$ cat config.mk
export PLATFORM = sky130hd
export DESIGN_NAME = bit_insert
export DESIGN_NICKNAME = d
export VERILOG_FILES = /design/src/logic/sampler_pkg.sv /design/src/logic/bit_insert.sv
export VERILOG_INCLUDE_DIRS = /design/src /design/src/logic
export SDC_FILE = /design/constraint.sdc
export NUM_CORES = 1
export LEC_CHECK = 0
export BUFFER_PORTS_ARGS = -buffer_cell sky130_fd_sc_hd__buf_2
export CORE_MARGIN = 2
export CORE_UTILIZATION = 31
export DETAILED_ROUTE_END_ITERATION = 16
export PLACE_DENSITY = 0.78
export SLEW_MARGIN = 5
export SYNTH_ARGS = -nofsm -noshare
export SYNTH_HDL_FRONTEND = slang
export SYNTH_SLANG_ARGS = --single-unit
export TNS_END_PERCENT = 30
$ cat constraint.sdc
create_clock -name CLK -period 2.35 [get_ports CLK]
set_input_delay 0.1175 -clock CLK [delete_from_list [all_inputs] [get_ports CLK]]
set_output_delay 0.1175 -clock CLK [all_outputs]
set_load 0.05 [all_outputs]
$ cat src/logic/sampler_defines.svh
`ifndef SAMPLER_DEFINES_SVH
`define SAMPLER_DEFINES_SVH

// ----------------------------------------
// Error vector geometry
// ----------------------------------------
// Bits per bank, one bank per half of e
`define R_BITS 12323
// Full error vector, both halves
`define N_BITS 24646
// Low bits of each random word taken as candidate
`define POS_WIDTH 15

// ----------------------------------------
// Bank RAM shape
// ----------------------------------------
`define ADDR_WIDTH 9
`define WORD_WIDTH 32

// Distinct positions to set before the run ends
`define ERROR_WEIGHT 134
`define WEIGHT_WIDTH 8

// ----------------------------------------
// Keccak message and digest layout
// ----------------------------------------
`define SEED_WIDTH 256
`define STATE_WIDTH 1600
`define DIGEST_WIDTH 1088
`define WORDS_PER_DIGEST 34
`define WORD_IDX_WIDTH 6

`endif
$ cat src/logic/sampler_pkg.sv
`default_nettype none

package sampler_pkg;

    // Sampler control states
    typedef enum logic [2:0] {
        ST_IDLE,
        ST_KECCAK_START,
        ST_KECCAK_NEXT,
        ST_KECCAK_WAIT,
        ST_READ,
        ST_WRITE,
        ST_DONE
    } sampler_state_t;

    // Target half of the error vector
    typedef enum logic {
        BANK_E0,
        BANK_E1
    } bank_t;

endpackage

`default_nettype wire

$ cat src/logic/bit_insert.sv
`timescale 1ns/1ps
`default_nettype none

`include "sampler_defines.svh"

module bit_insert import sampler_pkg::*; (
    input  wire logic                   CLK,
    input  wire logic                   RESETN,
    input  wire logic                   clear,
    input  wire logic                   read_en,
    input  wire logic                   write_en,
    input  wire logic                   pos_valid,
    input  wire bank_t                  bank,
    input  wire logic [`ADDR_WIDTH-1:0] word_addr,
    input  wire logic [`WORD_WIDTH-1:0] bit_mask,
    output logic                        rden_e0,
    output logic                        wren_e0,
    output logic                        rden_e1,
    output logic                        wren_e1,
    output logic      [`ADDR_WIDTH-1:0] addr,
    output logic      [`WORD_WIDTH-1:0] wdata,
    input  wire logic [`WORD_WIDTH-1:0] rdata_e0,
    input  wire logic [`WORD_WIDTH-1:0] rdata_e1,
    output logic                        weight_reached
);

    logic [`WORD_WIDTH-1:0]   rdata;
    logic                     bit_set;
    logic                     accept;
    logic [`WEIGHT_WIDTH-1:0] count;
    logic [`WEIGHT_WIDTH-1:0] count_next;

    // ----------------------------------------
    // Bank steering
    // ----------------------------------------
    assign rden_e0 = read_en && (bank == BANK_E0);
    assign rden_e1 = read_en && (bank == BANK_E1);
    // Same word address for read and write back
    assign addr    = word_addr;
    assign rdata   = (bank == BANK_E1) ? rdata_e1 : rdata_e0;

    // Read-modify-write merge
    assign bit_set = |(rdata & bit_mask);
    // Duplicates and rejected candidates leave the RAM untouched
    assign accept  = write_en && pos_valid && !bit_set;
    assign wren_e0 = accept && (bank == BANK_E0);
    assign wren_e1 = accept && (bank == BANK_E1);
    assign wdata   = rdata | bit_mask;

    // ----------------------------------------
    // Weight counter
    // ----------------------------------------
    assign count_next = accept ? count + 1'b1 : count;
    // Includes the write in flight so control can stop right after it
    assign weight_reached = (count_next == `WEIGHT_WIDTH'(`ERROR_WEIGHT));

    always_ff @(posedge CLK) begin
        if (!RESETN || clear) begin
            count <= '0;
        end else begin
            count <= count_next;
        end
    end

endmodule

`default_nettype wire

* Word-level counts from Yosys, hierarchy flattened
Cells that the tools add are included.
** Storage, ports and cells
- Logic and storage cells :: 18
- Flip-flop bits (word level) :: 8
** Cells by class
- Equal/unequal tests :: 1
- $add $sub $neg :: 1
- Multiplexer cells :: 2
- Reductions and logical operators :: 10
- Bitwise operators :: 3
** Operator list (count)
- $and A32 B32 Y32 :: 1
- $mux W32 :: 1
- $or A32 B32 Y32 :: 1
- $reduce_or A32 Y1 :: 1
- $add A8 B1 Y8 const B :: 1
- $eq A8 B8 Y1 const B :: 1
- $mux W8 :: 1
- $logic_and A1 B1 Y1 :: 6
- $logic_not A1 Y1 :: 2
- $logic_or A1 B1 Y1 :: 1
- $not A1 Y1 :: 1

* Longest topological paths before layout
Gate-level depths: netlist of the first run.
- Word-level depth :: 7
- Gate-level depth with buffers :: 9
- Gate-level depth less buffers :: 6

* Worst setup path before layout of the first run
No wires, ideal clock.
- Path type :: input port to output port
- Start :: input port bank
- End :: output port wren_e0
- Path buffers :: 3
- Data required time :: 2233 ps
- Cell stages on the path :: 8
- Arrival time :: 2749 ps
- Slack :: -516 ps
- Cell sequence :: buf_6 -> buf_2 -> mux2_2 -> a22oi_1 -> nand4_1 -> or4_4 -> buf_6 -> nor3_1
** Between the ends
- Word-level cells in the longest chain between the ends :: 6
- Elaborated cells on any way between the ends :: 7
- Classes of those cells :: mux (1); bitwise (2); reduce/logical (4)
** Ends and longest elaborated chain
- start: declaration :: line bit_insert.sv:13 : input wire bank_t bank,
- $mux W32 :: line bit_insert.sv:40 : assign rdata = (bank == BANK_E1) ? rdata_e1 : rdata_e0;
- $and A32 B32 Y32 :: line bit_insert.sv:43 : assign bit_set = |(rdata & bit_mask);
- $reduce_or A32 Y1 :: line bit_insert.sv:43
- $logic_not A1 Y1 :: line bit_insert.sv:45 : assign accept = write_en && pos_valid && !bit_set;
- $logic_and A1 B1 Y1 :: line bit_insert.sv:45
- $logic_and A1 B1 Y1 * :: line bit_insert.sv:46 : assign wren_e0 = accept && (bank == BANK_E0);
- end: declaration :: line bit_insert.sv:17 : output logic wren_e0,
Every way passes the cells marked *; elsewhere a longest branch is shown, timed or not.

* Worst setup path after layout of the first run
- Start :: input port bank
- End :: output port weight_reached
** Between the ends
- Word-level cells in the longest chain between the ends :: 7
** Ends and longest elaborated chain
- $mux W32 :: line bit_insert.sv:40
- $and A32 B32 Y32 :: line bit_insert.sv:43
- $reduce_or A32 Y1 :: line bit_insert.sv:43
- $logic_not A1 Y1 :: line bit_insert.sv:45
- $logic_and A1 B1 Y1 :: line bit_insert.sv:45
- $mux W8 :: line bit_insert.sv:53 : assign count_next = accept ? count + 1'b1 : count;
- $eq A8 B8 Y1 :: line bit_insert.sv:55 : assign weight_reached = (count_next == `WEIGHT_WIDTH'(`ERROR_WEIGHT));
- end: declaration :: line bit_insert.sv:24 : output logic weight_reached
Every way passes these cells.

==> results of run 1 <==
cells by family (layout without fill, tap and decap cells):
kind of cell / Yosys count / in the layout / share of synthesized area, %
buf+inv: 18 / 160 / 9.52
simple gates: 72 / 72 / 30.7
compound gates: 36 / 36 / 19.7
fa+ha+maj: 1 / 1 / 0.898
flops: 8 / 8 / 11.5
mux: 32 / 32 / 26.4
xor+xnor: 2 / 2 / 1.26
worst max-delay path, delay by kind of cell:
family,cells,cell delay [ns]
compound gates,2,0.27
mux,1,0.30
simple gates,3,1.23
buf+inv,3,0.56
report_power, final:
part           leakage (nW)  switching (mW)  total, mW  internal (mW)
clock network        0.0216          0.0648      0.177          0.112
registers            0.0644     0.000000827      0.136          0.136
logic                  1.04           0.251      0.452          0.200
per-stage QoR:
stage	utilization (%)	hold WS, ns	setup WS (ns)
after CTS	53.6	0.154	-0.254
after detailed placement	49.8	0.235	-0.418
after floorplan	-	0.286	-0.288
after global placement	49.8	0.235	-0.397
final	54.3	0.153	-0.258
after global routing	54.3	0.174	-0.361
timing repair:
action | 4_1_cts | 5_1_grt
setup endpoints to repair | 3 | 4
pin swaps | 5 | 1
cloned | 1 | 0
setup buffers | 3 | 1
gates resized for setup | 18 | 5
layout make-up:
cell class | instances | area (um^2)
Tap cell | 52 | 65.1
Multi-Input combinational cell | 143 | 1190
Clock buffer | 3 | 41.3
Fill cell | 401 | 1990
Sequential cell | 8 | 160
Inverter | 2 | 7.51
Timing Repair Buffer | 155 | 902
layer usage:
metal	global-route usage, %	wire length (um)
met1	20.2	1860
met2	35.9	2840
met3	4.56	310
met4	3.77	23
met5	0	0
final timing paths:
check                      start                  end  slack [ns]
min reg2reg  count[4]$_SDFF_PP0_  count[4]$_SDFF_PP0_        0.51
max reg2reg  count[0]$_SDFF_PP0_  count[6]$_SDFF_PP0_        0.85
min                        clear  count[3]$_SDFF_PP0_        0.15
max                         bank       weight_reached       -0.26
synth_stat cells, types with 2 or more instances:
cell type                  number
sky130_fd_sc_hd__or2_2         32
sky130_fd_sc_hd__mux2_2        20
sky130_fd_sc_hd__a22oi_1       13
sky130_fd_sc_hd__mux2_1        10
sky130_fd_sc_hd__buf_4          9
sky130_fd_sc_hd__dfxtp_1        8
sky130_fd_sc_hd__a21oi_1        6
sky130_fd_sc_hd__nand4_1        6
sky130_fd_sc_hd__nor2_1         6
sky130_fd_sc_hd__a22oi_2        5
sky130_fd_sc_hd__nand2_1        5
sky130_fd_sc_hd__nand3_1        5
sky130_fd_sc_hd__o21ai_0        5
sky130_fd_sc_hd__buf_6          4
sky130_fd_sc_hd__and2_1         3
sky130_fd_sc_hd__or3_1          3
sky130_fd_sc_hd__clkbuf_1       2
sky130_fd_sc_hd__inv_1          2
sky130_fd_sc_hd__mux2_4         2
sky130_fd_sc_hd__nor2b_1        2
sky130_fd_sc_hd__nor4_1         2
sky130_fd_sc_hd__or4_1          2
==> metrics.txt, run 1 <==
# TYPE chip_impl_metric gauge
chip_impl_metric{name="drive_gt1_share",unit="%"} 73.3
chip_impl_metric{name="detailed_place.area",unit="mm^2"} 0.00217
chip_impl_metric{name="num_vias",unit=""} 1813
chip_impl_metric{name="cts-htree-levels",unit=""} 1
chip_impl_info{name="critPathLaunchType",value="input port"} 1
chip_impl_metric{name="fin_crit",unit="ns"} 2.61
chip_impl_metric{name="min_delay_path_depth",unit=""} 3
chip_impl_metric{name="place.gp.congestion",unit=""} 0.795
chip_impl_metric{name="placed_instance_count",unit=""} 355
chip_impl_metric{name="drc",unit=""} 0
chip_impl_metric{name="worst-slew-pin-transition",unit="ns"} 0.351
chip_impl_metric{name="synth.avg_cell_area",unit="um^2"} 8.24
chip_impl_metric{name="synth_enable_flop_cells",unit=""} 0
chip_impl_info{name="slowest_stage",value="sky130_fd_sc_hd__or4_4"} 1
chip_impl_metric{name="fraction_of_the_cycle_the_final_worst_path_needs",unit="%"} 111
chip_impl_info{name="tritoncts",value="yes"} 1
chip_impl_metric{name="drt_pre_antenna_iters",unit=""} 4
chip_impl_metric{name="hold_viol",unit=""} 0
chip_impl_metric{name="clock_sinks",unit=""} 8
chip_impl_metric{name="io-pin-count",unit=""} 158
chip_impl_metric{name="r2r_cells",unit=""} 6
chip_impl_metric{name="number_of_buffers_inserted_during_clock_tree_synthesis",unit=""} 3
chip_impl_metric{name="ys_ff_latch",unit=""} 8
chip_impl_metric{name="antennaDiodeCount",unit=""} 0
chip_impl_metric{name="place.port_buffers",unit=""} 139
chip_impl_metric{name="syn2layout_area_growth",unit="%"} 69.8
chip_impl_metric{name="clock_skew",unit="ns"} 0.00162
chip_impl_info{name="prevailing_post_synth_register_cell",value="sky130_fd_sc_hd__dfxtp_1"} 1
chip_impl_metric{name="synthesis.area",unit="mm^2"} 0.00139
chip_impl_info{name="hp-class",value="in2reg"} 1
chip_impl_metric{name="design_power_total",unit="mW"} 0.765
chip_impl_metric{name="final_cell_area",unit="mm^2"} 0.00236
chip_impl_metric{name="drv_slew",unit=""} 0
chip_impl_metric{name="worstPathMaxFanout",unit=""} 11
chip_impl_metric{name="avgRoutedWirePerCell",unit="um"} 13.9
chip_impl_metric{name="synth.yosys.seq_area_share",unit="%"} 11.5
chip_impl_metric{name="fmax",unit="MHz"} 383
chip_impl_info{name="root_buffer",value="sky130_fd_sc_hd__clkbuf_8"} 1
chip_impl_metric{name="routed_wl",unit="um"} 5040
chip_impl_metric{name="grt-ovfl-total",unit=""} 0
chip_impl_metric{name="grt_pass1_vias",unit=""} 1786
chip_impl_info{name="largest-register",value="count"} 1
chip_impl_metric{name="p_per_area",unit="mW/mm^2"} 323
chip_impl_metric{name="synth_fp_nets",unit=""} 282
chip_impl_metric{name="max-clock-path-buffers",unit=""} 2
chip_impl_metric{name="floorplan.die.height",unit="um"} 71.0
chip_impl_metric{name="drt_iter0_markers",unit=""} 38
chip_impl_metric{name="asyncSetResetFlopFracSynth",unit="%"} 0
chip_impl_metric{name="gr-usage-all-layers",unit="%"} 18.5
chip_impl_metric{name="clkTransAtPathRegs",unit="ns"} 0.04
chip_impl_metric{name="insertion_delay",unit="ns"} 0.24
chip_impl_info{name="synth_top_cell_by_area",value="sky130_fd_sc_hd__mux2_2"} 1
chip_impl_info{name="timing_worst_setup_path_type",value="in2out"} 1
chip_impl_metric{name="grt_antenna_before_repair",unit=""} 0
chip_impl_metric{name="cp_data_arrival_time",unit="ns"} 2.49
chip_impl_metric{name="cap_viol_max_count",unit=""} 0
chip_impl_info{name="final_common_cell",value="sky130_fd_sc_hd__buf_2"} 1
chip_impl_metric{name="global_route_wire_length_before_repair",unit="um"} 7630
chip_impl_metric{name="post_drt_via_cell_ratio",unit=""} 4.99
chip_impl_metric{name="maxSlewHeadroom",unit="%"} 76.6
chip_impl_metric{name="die_w",unit="um"} 71.0
chip_impl_metric{name="yosysTopAreaCellShare",unit="%"} 16.2
chip_impl_metric{name="finalSetupViolCount",unit=""} 1
chip_impl_metric{name="syn_inst",unit=""} 169
chip_impl_metric{name="fp.coreArea",unit="mm^2"} 0.00435
chip_impl_info{name="violated_checks",value="setup timing"} 1
chip_impl_metric{name="cts-hold-fix-buffers",unit=""} 0
chip_impl_metric{name="dp_hpwl",unit="um"} 4160
chip_impl_metric{name="leakage",unit="nW"} 1.12
chip_impl_metric{name="crit_required",unit="ns"} 2.23
chip_impl_metric{name="finalNetCount",unit=""} 426
chip_impl_metric{name="start_util",unit="%"} 32.0
chip_impl_info{name="setup_repair_after_global_routing_missed_its_margin",value="true"} 1
chip_impl_metric{name="worst_ir_drop_vdd",unit="mV"} 0.219
chip_impl_info{name="worst_setup_path_end_kind",value="output pin"} 1
chip_impl_metric{name="fp-row-count",unit=""} 24
chip_impl_metric{name="largest_register_ffs",unit=""} 8
chip_impl_metric{name="critical_path.max_stage_delay",unit="ns"} 0.59
chip_impl_metric{name="postLayoutSetupSlackWorst",unit="ns"} -0.258
chip_impl_metric{name="postRouteAntennaNets",unit=""} 0
chip_impl_info{name="layout.cells.most_common_list",value="sky130_fd_sc_hd__buf_2 (135), sky130_fd_sc_hd__or2_2 (32), sky130_fd_sc_hd__mux2_4 (12), sky130_fd_sc_hd__buf_4 (12)"} 1
chip_impl_info{name="outcome",value="complete, but fails checks"} 1
chip_impl_metric{name="ys_warn_count",unit=""} 0
chip_impl_metric{name="grt_max_degree",unit=""} 12
chip_impl_info{name="reg_top3",value="count: 8 flops"} 1
chip_impl_info{name="netlist_top_cells_area",value="sky130_fd_sc_hd__mux2_2 (16%), sky130_fd_sc_hd__or2_2 (14%), sky130_fd_sc_hd__dfxtp_1 (12%), sky130_fd_sc_hd__mux2_1 (8.1%), sky130_fd_sc_hd__a22oi_1 (7.0%)"} 1
chip_impl_metric{name="finalSetupTns",unit="ns"} -0.258
chip_impl_metric{name="layout.cells.non_filler",unit=""} 363
chip_impl_metric{name="die-area",unit="mm^2"} 0.00504
chip_impl_metric{name="synth.distinct_cells",unit=""} 39
chip_impl_info{name="critical_path.cell_chain",value="buf_8 -> bufbuf_16 -> mux2_4 -> a22oi_2 -> nand4_1 -> or4_4 -> or4_4 -> a22oi_2 -> buf_6"} 1
No activity file was read; power rests on OpenSTA's default activity.
==> run 2, diff against run 1 <==
--- a/config.mk
+++ b/config.mk
@@ -11,6 +11,7 @@
 export CORE_UTILIZATION = 31
 export DETAILED_ROUTE_END_ITERATION = 16
 export PLACE_DENSITY = 0.78
+export SETUP_SLACK_MARGIN = 0.1
 export SLEW_MARGIN = 5
 export SYNTH_ARGS = -nofsm -noshare
 export SYNTH_HDL_FRONTEND = slang
==> run 2 against run 1 <==
Against the previous run:
- the run still ends with setup timing left
- total power about the same
- worst setup slack better by 0.0084 ns
- critical path depth unchanged
- largest power group unchanged
- global-route usage up 0.12 points
- hold slack worse by 0.0014 ns
==> metrics.txt, run 2 (synthesized netlist as in run 1, its figures left out) <==
# TYPE chip_impl_metric gauge
chip_impl_metric{name="drt_pre_antenna_iters",unit=""} 4
chip_impl_metric{name="detailed_place.area",unit="mm^2"} 0.00217
chip_impl_metric{name="antennaDiodeCount",unit=""} 0
chip_impl_info{name="r2r_end",value="count[6]$_SDFF_PP0_"} 1
chip_impl_info{name="reg_to_reg_start",value="count[0]$_SDFF_PP0_"} 1
chip_impl_metric{name="clkTransAtPathRegs",unit="ns"} 0.04
chip_impl_metric{name="cts-hold-fix-buffers",unit=""} 0
chip_impl_info{name="root_buffer",value="sky130_fd_sc_hd__clkbuf_8"} 1
chip_impl_metric{name="dp_hpwl",unit="um"} 4160
chip_impl_metric{name="routed_wl",unit="um"} 5040
chip_impl_metric{name="cts-htree-levels",unit=""} 1
chip_impl_info{name="outcome",value="complete, but fails checks"} 1
chip_impl_metric{name="max-clock-path-buffers",unit=""} 2
chip_impl_metric{name="min_delay_path_depth",unit=""} 3
chip_impl_info{name="violated_checks",value="setup timing"} 1
chip_impl_metric{name="seq_area",unit="um^2"} 160
chip_impl_info{name="final_common_cell",value="sky130_fd_sc_hd__buf_2"} 1
chip_impl_metric{name="critical_path.max_stage_delay",unit="ns"} 0.59
chip_impl_metric{name="drt_iter0_markers",unit=""} 61
chip_impl_metric{name="grt_antenna_before_repair",unit=""} 0
chip_impl_metric{name="floorplan.die.height",unit="um"} 71.0
chip_impl_metric{name="worst-slew-pin-transition",unit="ns"} 0.342
chip_impl_info{name="worst_setup_path_end_kind",value="output pin"} 1
chip_impl_metric{name="die_w",unit="um"} 71.0
chip_impl_metric{name="worstPathMaxFanout",unit=""} 11
chip_impl_metric{name="grt_pass1_vias",unit=""} 1792
chip_impl_metric{name="place.port_buffers",unit=""} 139
chip_impl_metric{name="syn2layout_area_growth",unit="%"} 69.8
chip_impl_metric{name="insertion_delay",unit="ns"} 0.24
chip_impl_metric{name="clock_sinks",unit=""} 8
chip_impl_metric{name="crit_required",unit="ns"} 2.23
chip_impl_metric{name="number_of_buffers_inserted_during_clock_tree_synthesis",unit=""} 3
chip_impl_metric{name="cp_data_arrival_time",unit="ns"} 2.48
chip_impl_metric{name="design_power_total",unit="mW"} 0.765
chip_impl_metric{name="largest_register_ffs",unit=""} 8
chip_impl_metric{name="worst_ir_drop_vdd",unit="mV"} 0.219
chip_impl_metric{name="postLayoutSetupSlackWorst",unit="ns"} -0.249
chip_impl_metric{name="drc",unit=""} 0
chip_impl_metric{name="fin_crit",unit="ns"} 2.60
chip_impl_metric{name="gr-usage-all-layers",unit="%"} 18.7
chip_impl_metric{name="finalSetupViolCount",unit=""} 1
chip_impl_metric{name="finalSetupTns",unit="ns"} -0.249
chip_impl_info{name="critPathLaunchType",value="input port"} 1
chip_impl_metric{name="grt-ovfl-total",unit=""} 0
chip_impl_info{name="tritoncts",value="yes"} 1
chip_impl_metric{name="avgRoutedWirePerCell",unit="um"} 13.9
chip_impl_metric{name="reg2reg_slack",unit="ns"} 0.85
chip_impl_metric{name="global_route_wire_length_before_repair",unit="um"} 7670
chip_impl_info{name="reg_top3",value="count: 8 flops"} 1
chip_impl_info{name="largest-register",value="count"} 1
chip_impl_metric{name="combined_area_of_the_multi_input_logic_cells",unit="mm^2"} 0.00119
chip_impl_metric{name="postLayoutCoreUtil",unit="%"} 54.3
chip_impl_info{name="layout.cells.most_common_list",value="sky130_fd_sc_hd__buf_2 (135), sky130_fd_sc_hd__or2_2 (32), sky130_fd_sc_hd__mux2_4 (12), sky130_fd_sc_hd__buf_4 (12)"} 1
chip_impl_metric{name="clock_skew",unit="ns"} 0.00119
chip_impl_metric{name="postRouteAntennaNets",unit=""} 0
chip_impl_info{name="slowest_stage",value="sky130_fd_sc_hd__or4_4"} 1
chip_impl_metric{name="final_cell_area",unit="mm^2"} 0.00236
chip_impl_metric{name="p_per_area",unit="mW/mm^2"} 323
chip_impl_info{name="critPathCapture",value="weight_reached"} 1
chip_impl_metric{name="grt_max_degree",unit=""} 12
chip_impl_metric{name="fmax",unit="MHz"} 385
chip_impl_metric{name="start_util",unit="%"} 32.0
chip_impl_metric{name="io-pin-count",unit=""} 158
chip_impl_info{name="critical_path.cell_chain",value="buf_8 -> bufbuf_16 -> mux2_4 -> a22oi_2 -> nand4_1 -> or4_4 -> or4_4 -> a22oi_2 -> buf_6"} 1
chip_impl_metric{name="place.gp.congestion",unit=""} 0.795
chip_impl_metric{name="leakage",unit="nW"} 1.12
chip_impl_metric{name="die-area",unit="mm^2"} 0.00504
chip_impl_metric{name="whs",unit="ns"} 0.151
chip_impl_metric{name="fp.coreArea",unit="mm^2"} 0.00435
chip_impl_info{name="timing_worst_setup_path_type",value="in2out"} 1
chip_impl_info{name="setup_repair_after_global_routing_missed_its_margin",value="true"} 1
chip_impl_metric{name="drv_slew",unit=""} 0
chip_impl_metric{name="post_drt_via_cell_ratio",unit=""} 5.00
chip_impl_metric{name="cap_viol_max_count",unit=""} 0
chip_impl_info{name="crit_path_start",value="bank"} 1
chip_impl_metric{name="finalNetCount",unit=""} 426
chip_impl_metric{name="maxSlewHeadroom",unit="%"} 77.1
chip_impl_metric{name="fp-row-count",unit=""} 24
chip_impl_metric{name="fill_cells",unit=""} 403
chip_impl_metric{name="hold_viol",unit=""} 0
chip_impl_metric{name="r2r_cells",unit=""} 6
chip_impl_metric{name="drive_gt1_share",unit="%"} 73.3
chip_impl_info{name="hp-class",value="in2reg"} 1
chip_impl_metric{name="num_vias",unit=""} 1815
chip_impl_metric{name="fraction_of_the_cycle_the_final_worst_path_needs",unit="%"} 111
[run 2: cell counts in the layout (fill, tap and decap cells not counted)]
No cell type changed its count.
[run 2: per-stage QoR]
step / std cells / setup slack [ns]
global route: 363 / -0.361
CTS: 362 / -0.254
detailed placement: 355 / -0.418
finish: 363 / -0.249
floorplan: 169 / -0.288
global placement: 355 / -0.397
[run 2: where the power goes]
group          switching (mW)  internal [mW]
registers         0.000000805          0.136
clock network          0.0648          0.112
logic                   0.251          0.200
total                   0.316          0.448
[run 2: routing by layer]
| layer | vias to the layer above | track usage, % | share of wire (%) |
|---|---|---|---|
| met5 | - | 0 | 0 |
| met4 | 0 | 3.77 | 0.46 |
| met1 | 830 | 20.2 | 37 |
| li1 | 908 | - | - |
| met3 | 3 | 4.56 | 6.1 |
| met2 | 74 | 36.3 | 57 |
[run 2: final cells by class]
class	instances	area share, %
Timing Repair Buffer	155	38.1
Tap cell	52	2.75
Clock buffer	3	1.75
Sequential cell	8	6.77
Inverter	2	0.317
Multi-Input combinational cell	143	50.3
[run 2: critical path, delay by kind of cell]
kind / cells / cell delay [ns]
AO/OA/AOI/OAI: 2 / 0.27
buffers and inverters: 3 / 0.56
multiplexers: 1 / 0.30
AND/OR/NAND/NOR: 3 / 1.23
[run 2: how the worst min path moves through the flow]
stage / from / slack, ns / end
2_1_floorplan: clear / 0.29 / count[3]$_SDFF_PP0_
3_3_place_gp: word_addr[2] / 0.24 / addr[2]
3_5_place_dp: word_addr[2] / 0.24 / addr[2]
4_1_cts: clear / 0.15 / count[3]$_SDFF_PP0_
5_1_grt: clear / 0.17 / count[3]$_SDFF_PP0_
6_report: clear / 0.15 / count[3]$_SDFF_PP0_
[run 2: repair_timing]
item / 4_1_cts / 5_1_grt
resized for setup: 19 / 4
buffers inserted: 3 / 1
hold endpoints to repair: 0 / 0
setup endpoints to repair: 4 / 6
pin swaps: 5 / 2
cloned: 1 / 0
==> run 3, diff against run 2 <==
--- a/config.mk
+++ b/config.mk
@@ -6,11 +6,12 @@
 export SDC_FILE = /design/constraint.sdc
 export NUM_CORES = 1
 export LEC_CHECK = 0
-export BUFFER_PORTS_ARGS = -buffer_cell sky130_fd_sc_hd__buf_2
-export CORE_MARGIN = 2
-export CORE_UTILIZATION = 31
+export ABC_AREA = 1
+export CORE_AREA = 2 2 61 63
 export DETAILED_ROUTE_END_ITERATION = 16
-export PLACE_DENSITY = 0.78
+export DIE_AREA = 0 0 63 65
+export DONT_BUFFER_PORTS = 1
+export PLACE_DENSITY = 0.64
 export SETUP_SLACK_MARGIN = 0.1
 export SLEW_MARGIN = 5
 export SYNTH_ARGS = -nofsm -noshare
==> run 3 against run 2 <==
Against the previous run:
- the flow now finishes without violations
- critical path depth did not move
- fmax rose by 28%
- first-iteration DRC count fell by 25%
==> metrics.txt, run 3 <==
# TYPE chip_impl_metric gauge
chip_impl_metric{name="io-pin-count",unit=""} 158
chip_impl_metric{name="worstPathMaxFanout",unit=""} 4
chip_impl_metric{name="synth_enable_flop_cells",unit=""} 0
chip_impl_metric{name="worst-slew-pin-transition",unit="ns"} 0.881
chip_impl_metric{name="ys_ff_latch",unit=""} 8
chip_impl_metric{name="detailed_place.area",unit="mm^2"} 0.00156
chip_impl_metric{name="synth.distinct_cells",unit=""} 27
chip_impl_metric{name="place.port_buffers",unit=""} 0
chip_impl_info{name="layout.cells.most_common_list",value="sky130_fd_sc_hd__nand2_1 (118), sky130_fd_sc_hd__inv_1 (42), sky130_fd_sc_hd__nand3_1 (24)"} 1
chip_impl_metric{name="place.gp.congestion",unit=""} 0.826
chip_impl_metric{name="cp_data_arrival_time",unit="ns"} 1.91
chip_impl_metric{name="yosysTopAreaCellShare",unit="%"} 27.6
chip_impl_metric{name="final_cell_area",unit="mm^2"} 0.00158
chip_impl_info{name="netlist_top_cells_area",value="sky130_fd_sc_hd__nand2_1 (28%), sky130_fd_sc_hd__a21o_1 (10%), sky130_fd_sc_hd__dfxtp_1 (10%), sky130_fd_sc_hd__inv_1 (9.8%), sky130_fd_sc_hd__nand3_1 (7.5%)"} 1
chip_impl_info{name="worst_setup_path_end_kind",value="output pin"} 1
chip_impl_metric{name="clock_sinks",unit=""} 8
chip_impl_metric{name="syn_inst",unit=""} 298
chip_impl_metric{name="number_of_buffers_inserted_during_clock_tree_synthesis",unit=""} 3
chip_impl_info{name="post-synth-top-count-cell",value="sky130_fd_sc_hd__nand2_1"} 1
chip_impl_metric{name="maxSlewHeadroom",unit="%"} 41.1
chip_impl_info{name="tritoncts",value="yes"} 1
chip_impl_metric{name="ys_warn_count",unit=""} 0
chip_impl_metric{name="global_route_wire_length_before_repair",unit="um"} 6570
chip_impl_metric{name="num_vias",unit=""} 1709
chip_impl_metric{name="cts-htree-levels",unit=""} 1
chip_impl_metric{name="gr-usage-all-layers",unit="%"} 19.6
chip_impl_metric{name="fin_crit",unit="ns"} 2.02
chip_impl_metric{name="design_power_total",unit="mW"} 0.532
chip_impl_metric{name="dp_hpwl",unit="um"} 3510
chip_impl_metric{name="synthAdderAreaFrac",unit="%"} 0.779
chip_impl_metric{name="routed_wl",unit="um"} 4120
chip_impl_metric{name="drc",unit=""} 0
chip_impl_metric{name="hold_viol",unit=""} 0
chip_impl_metric{name="insertion_delay",unit="ns"} 0.25
chip_impl_metric{name="die_w",unit="um"} 63
chip_impl_metric{name="post_drt_via_cell_ratio",unit=""} 5.09
chip_impl_metric{name="grt_pass1_vias",unit=""} 1566
chip_impl_info{name="setup_repair_after_global_routing_missed_its_margin",value="false"} 1
chip_impl_metric{name="grt_max_degree",unit=""} 46
chip_impl_metric{name="grt-ovfl-total",unit=""} 0
chip_impl_metric{name="synth.avg_cell_area",unit="um^2"} 5.39
chip_impl_info{name="synth_top_cell_by_area",value="sky130_fd_sc_hd__nand2_1"} 1
chip_impl_info{name="final_common_cell",value="sky130_fd_sc_hd__nand2_1"} 1
chip_impl_metric{name="fp.coreArea",unit="mm^2"} 0.00350
chip_impl_info{name="hp-class",value="in2reg"} 1
chip_impl_metric{name="cap_viol_max_count",unit=""} 0
chip_impl_metric{name="cts.repair.resized",unit=""} 0
chip_impl_metric{name="cts_setup_buffers",unit=""} 0
chip_impl_metric{name="yosys.area_share.simple",unit="%"} 55.4
chip_impl_info{name="reg_to_reg_start",value="count[0]$_SDFF_PP0_"} 1
chip_impl_info{name="post_synth_most_frequent_cells",value="sky130_fd_sc_hd__nand2_1 (118), sky130_fd_sc_hd__inv_1 (42), sky130_fd_sc_hd__nand3_1 (24)"} 1
chip_impl_metric{name="syn2layout_area_growth",unit="%"} -1.71
chip_impl_metric{name="max-clock-path-buffers",unit=""} 2
chip_impl_metric{name="drt_iter0_markers",unit=""} 46
chip_impl_info{name="root_buffer",value="sky130_fd_sc_hd__clkbuf_4"} 1
chip_impl_metric{name="antennaDiodeCount",unit=""} 0
chip_impl_metric{name="die-area",unit="mm^2"} 0.00410
chip_impl_info{name="synth_top_family_by_area",value="simple AND/OR/NAND/NOR gates"} 1
chip_impl_info{name="outcome",value="finished, final reports clean"} 1
chip_impl_metric{name="asyncSetResetFlopFracSynth",unit="%"} 0
chip_impl_info{name="crit_path_start",value="count[3]$_SDFF_PP0_"} 1
chip_impl_metric{name="leakage",unit="nW"} 0.942
chip_impl_info{name="reg_top3",value="count: 8 flops"} 1
chip_impl_metric{name="grt_antenna_before_repair",unit=""} 0
chip_impl_metric{name="floorplan.die.height",unit="um"} 65
chip_impl_metric{name="postRouteAntennaNets",unit=""} 0
chip_impl_metric{name="largest_register_ffs",unit=""} 8
chip_impl_metric{name="drv_slew",unit=""} 0
chip_impl_metric{name="drive_gt1_share",unit="%"} 9.72
chip_impl_info{name="launch_point_of_the_worst_hold_path",value="clear"} 1
chip_impl_metric{name="clock_skew",unit="ns"} 0.00142
chip_impl_metric{name="fmax",unit="MHz"} 494
chip_impl_metric{name="crit_required",unit="ns"} 2.23
chip_impl_metric{name="synthesis.area",unit="mm^2"} 0.00161
chip_impl_metric{name="worst_ir_drop_vdd",unit="mV"} 0.215
chip_impl_metric{name="fp-row-count",unit=""} 22
chip_impl_metric{name="fraction_of_the_cycle_the_final_worst_path_needs",unit="%"} 86.1
chip_impl_info{name="timing_worst_setup_path_type",value="reg2out"} 1
chip_impl_metric{name="avgRoutedWirePerCell",unit="um"} 12.3
chip_impl_info{name="prevailing_post_synth_register_cell",value="sky130_fd_sc_hd__dfxtp_1"} 1
chip_impl_metric{name="p_per_area",unit="mW/mm^2"} 337
chip_impl_metric{name="post_synthesis_compound_gate_area_fraction",unit="%"} 12.5
chip_impl_metric{name="finalSetupTns",unit="ns"} 0
chip_impl_info{name="largest-register",value="count"} 1
chip_impl_metric{name="finalNetCount",unit=""} 403
chip_impl_metric{name="clkTransAtPathRegs",unit="ns"} 0.05
chip_impl_metric{name="synth.yosys.seq_area_share",unit="%"} 9.97
chip_impl_metric{name="cts-hold-fix-buffers",unit=""} 0
chip_impl_metric{name="drt_pre_antenna_iters",unit=""} 4
chip_impl_info{name="critPathLaunchType",value="flop"} 1
chip_impl_metric{name="start_util",unit="%"} 46.0
chip_impl_metric{name="synth_fp_nets",unit=""} 411
chip_impl_metric{name="xor_xnor_portion_of_the_synthesized_cell_area",unit="%"} 2.73
chip_impl_metric{name="synth_mux_area_share",unit="%"} 0
chip_impl_metric{name="finalSetupViolCount",unit=""} 0
-- run 3: kinds of logic (layout without fill, tap and decap cells) --
logic type / Yosys count / after routing
flip-flops: 8 / 8
buffers and inverters: 60 / 50
AO/OA/AOI/OAI: 29 / 29
XOR/XNOR: 5 / 5
AND/OR/NAND/NOR: 195 / 195
adder cells (fa/ha/maj): 1 / 1
-- run 3: final cells by class --
type | count | area (um^2)
Timing Repair Buffer | 3 | 22.5
Sequential cell | 8 | 160
Fill cell | 399 | 1920
Clock buffer | 3 | 22.5
Multi-Input combinational cell | 230 | 1150
Inverter | 44 | 168
Tap cell | 48 | 60.1
-- run 3: worst paths after layout --
| path | endpoint | slack (ns) | depth (start not counted) |
|---|---|---|---|
| worst min-delay path | count[2]$_SDFF_PP0_ | 0.18 | 3 |
| worst max-delay path | weight_reached | 0.33 | 9 |
| worst max register to register | count[6]$_SDFF_PP0_ | 0.93 | 6 |
| worst min register to register | count[6]$_SDFF_PP0_ | 0.53 | 2 |
-- run 3: metrics by stage --
stage | setup slack (ns) | utilization (%) | cells | hold slack, ns
global route | 0.198 | 45.2 | 336 | 0.229
CTS | 0.293 | 45.2 | 336 | 0.181
floorplan | 0.152 | - | 298 | 0.383
finish | 0.326 | 45.2 | 336 | 0.183
detailed placement | 0.487 | 44.5 | 333 | 0.235
global placement | 0.505 | 44.5 | 333 | 0.235
-- run 3: metal layers --
layer  global-route usage [%]  up-vias  wire (um)
li1                         -      891          -
met1                     20.7      723       1620
met4                     5.83        0         38
met3                     3.30        6        347
met2                     39.2       89       2110
met5                        0        -          0
-- run 3: report_power, final --
group          switching [mW]  internal, mW  leakage [nW]
Sequential        0.000000359         0.136        0.0644
Clock                  0.0456        0.0584        0.0138
Combinational           0.222        0.0702         0.864
Total                   0.268         0.264         0.942
-- run 3: worst max-delay path: stages, from the launching register on --
cell and delay (ns):
sky130_fd_sc_hd__dfxtp_1 0.41, sky130_fd_sc_hd__nand2_1 0.10, sky130_fd_sc_hd__nor4_1 0.41, sky130_fd_sc_hd__nand3_1 0.12, sky130_fd_sc_hd__nand2_1 0.07, sky130_fd_sc_hd__nand2_1 0.08
sky130_fd_sc_hd__nor2_1 0.11, sky130_fd_sc_hd__nand2_1 0.06, sky130_fd_sc_hd__nor2_1 0.09, sky130_fd_sc_hd__buf_4 0.20
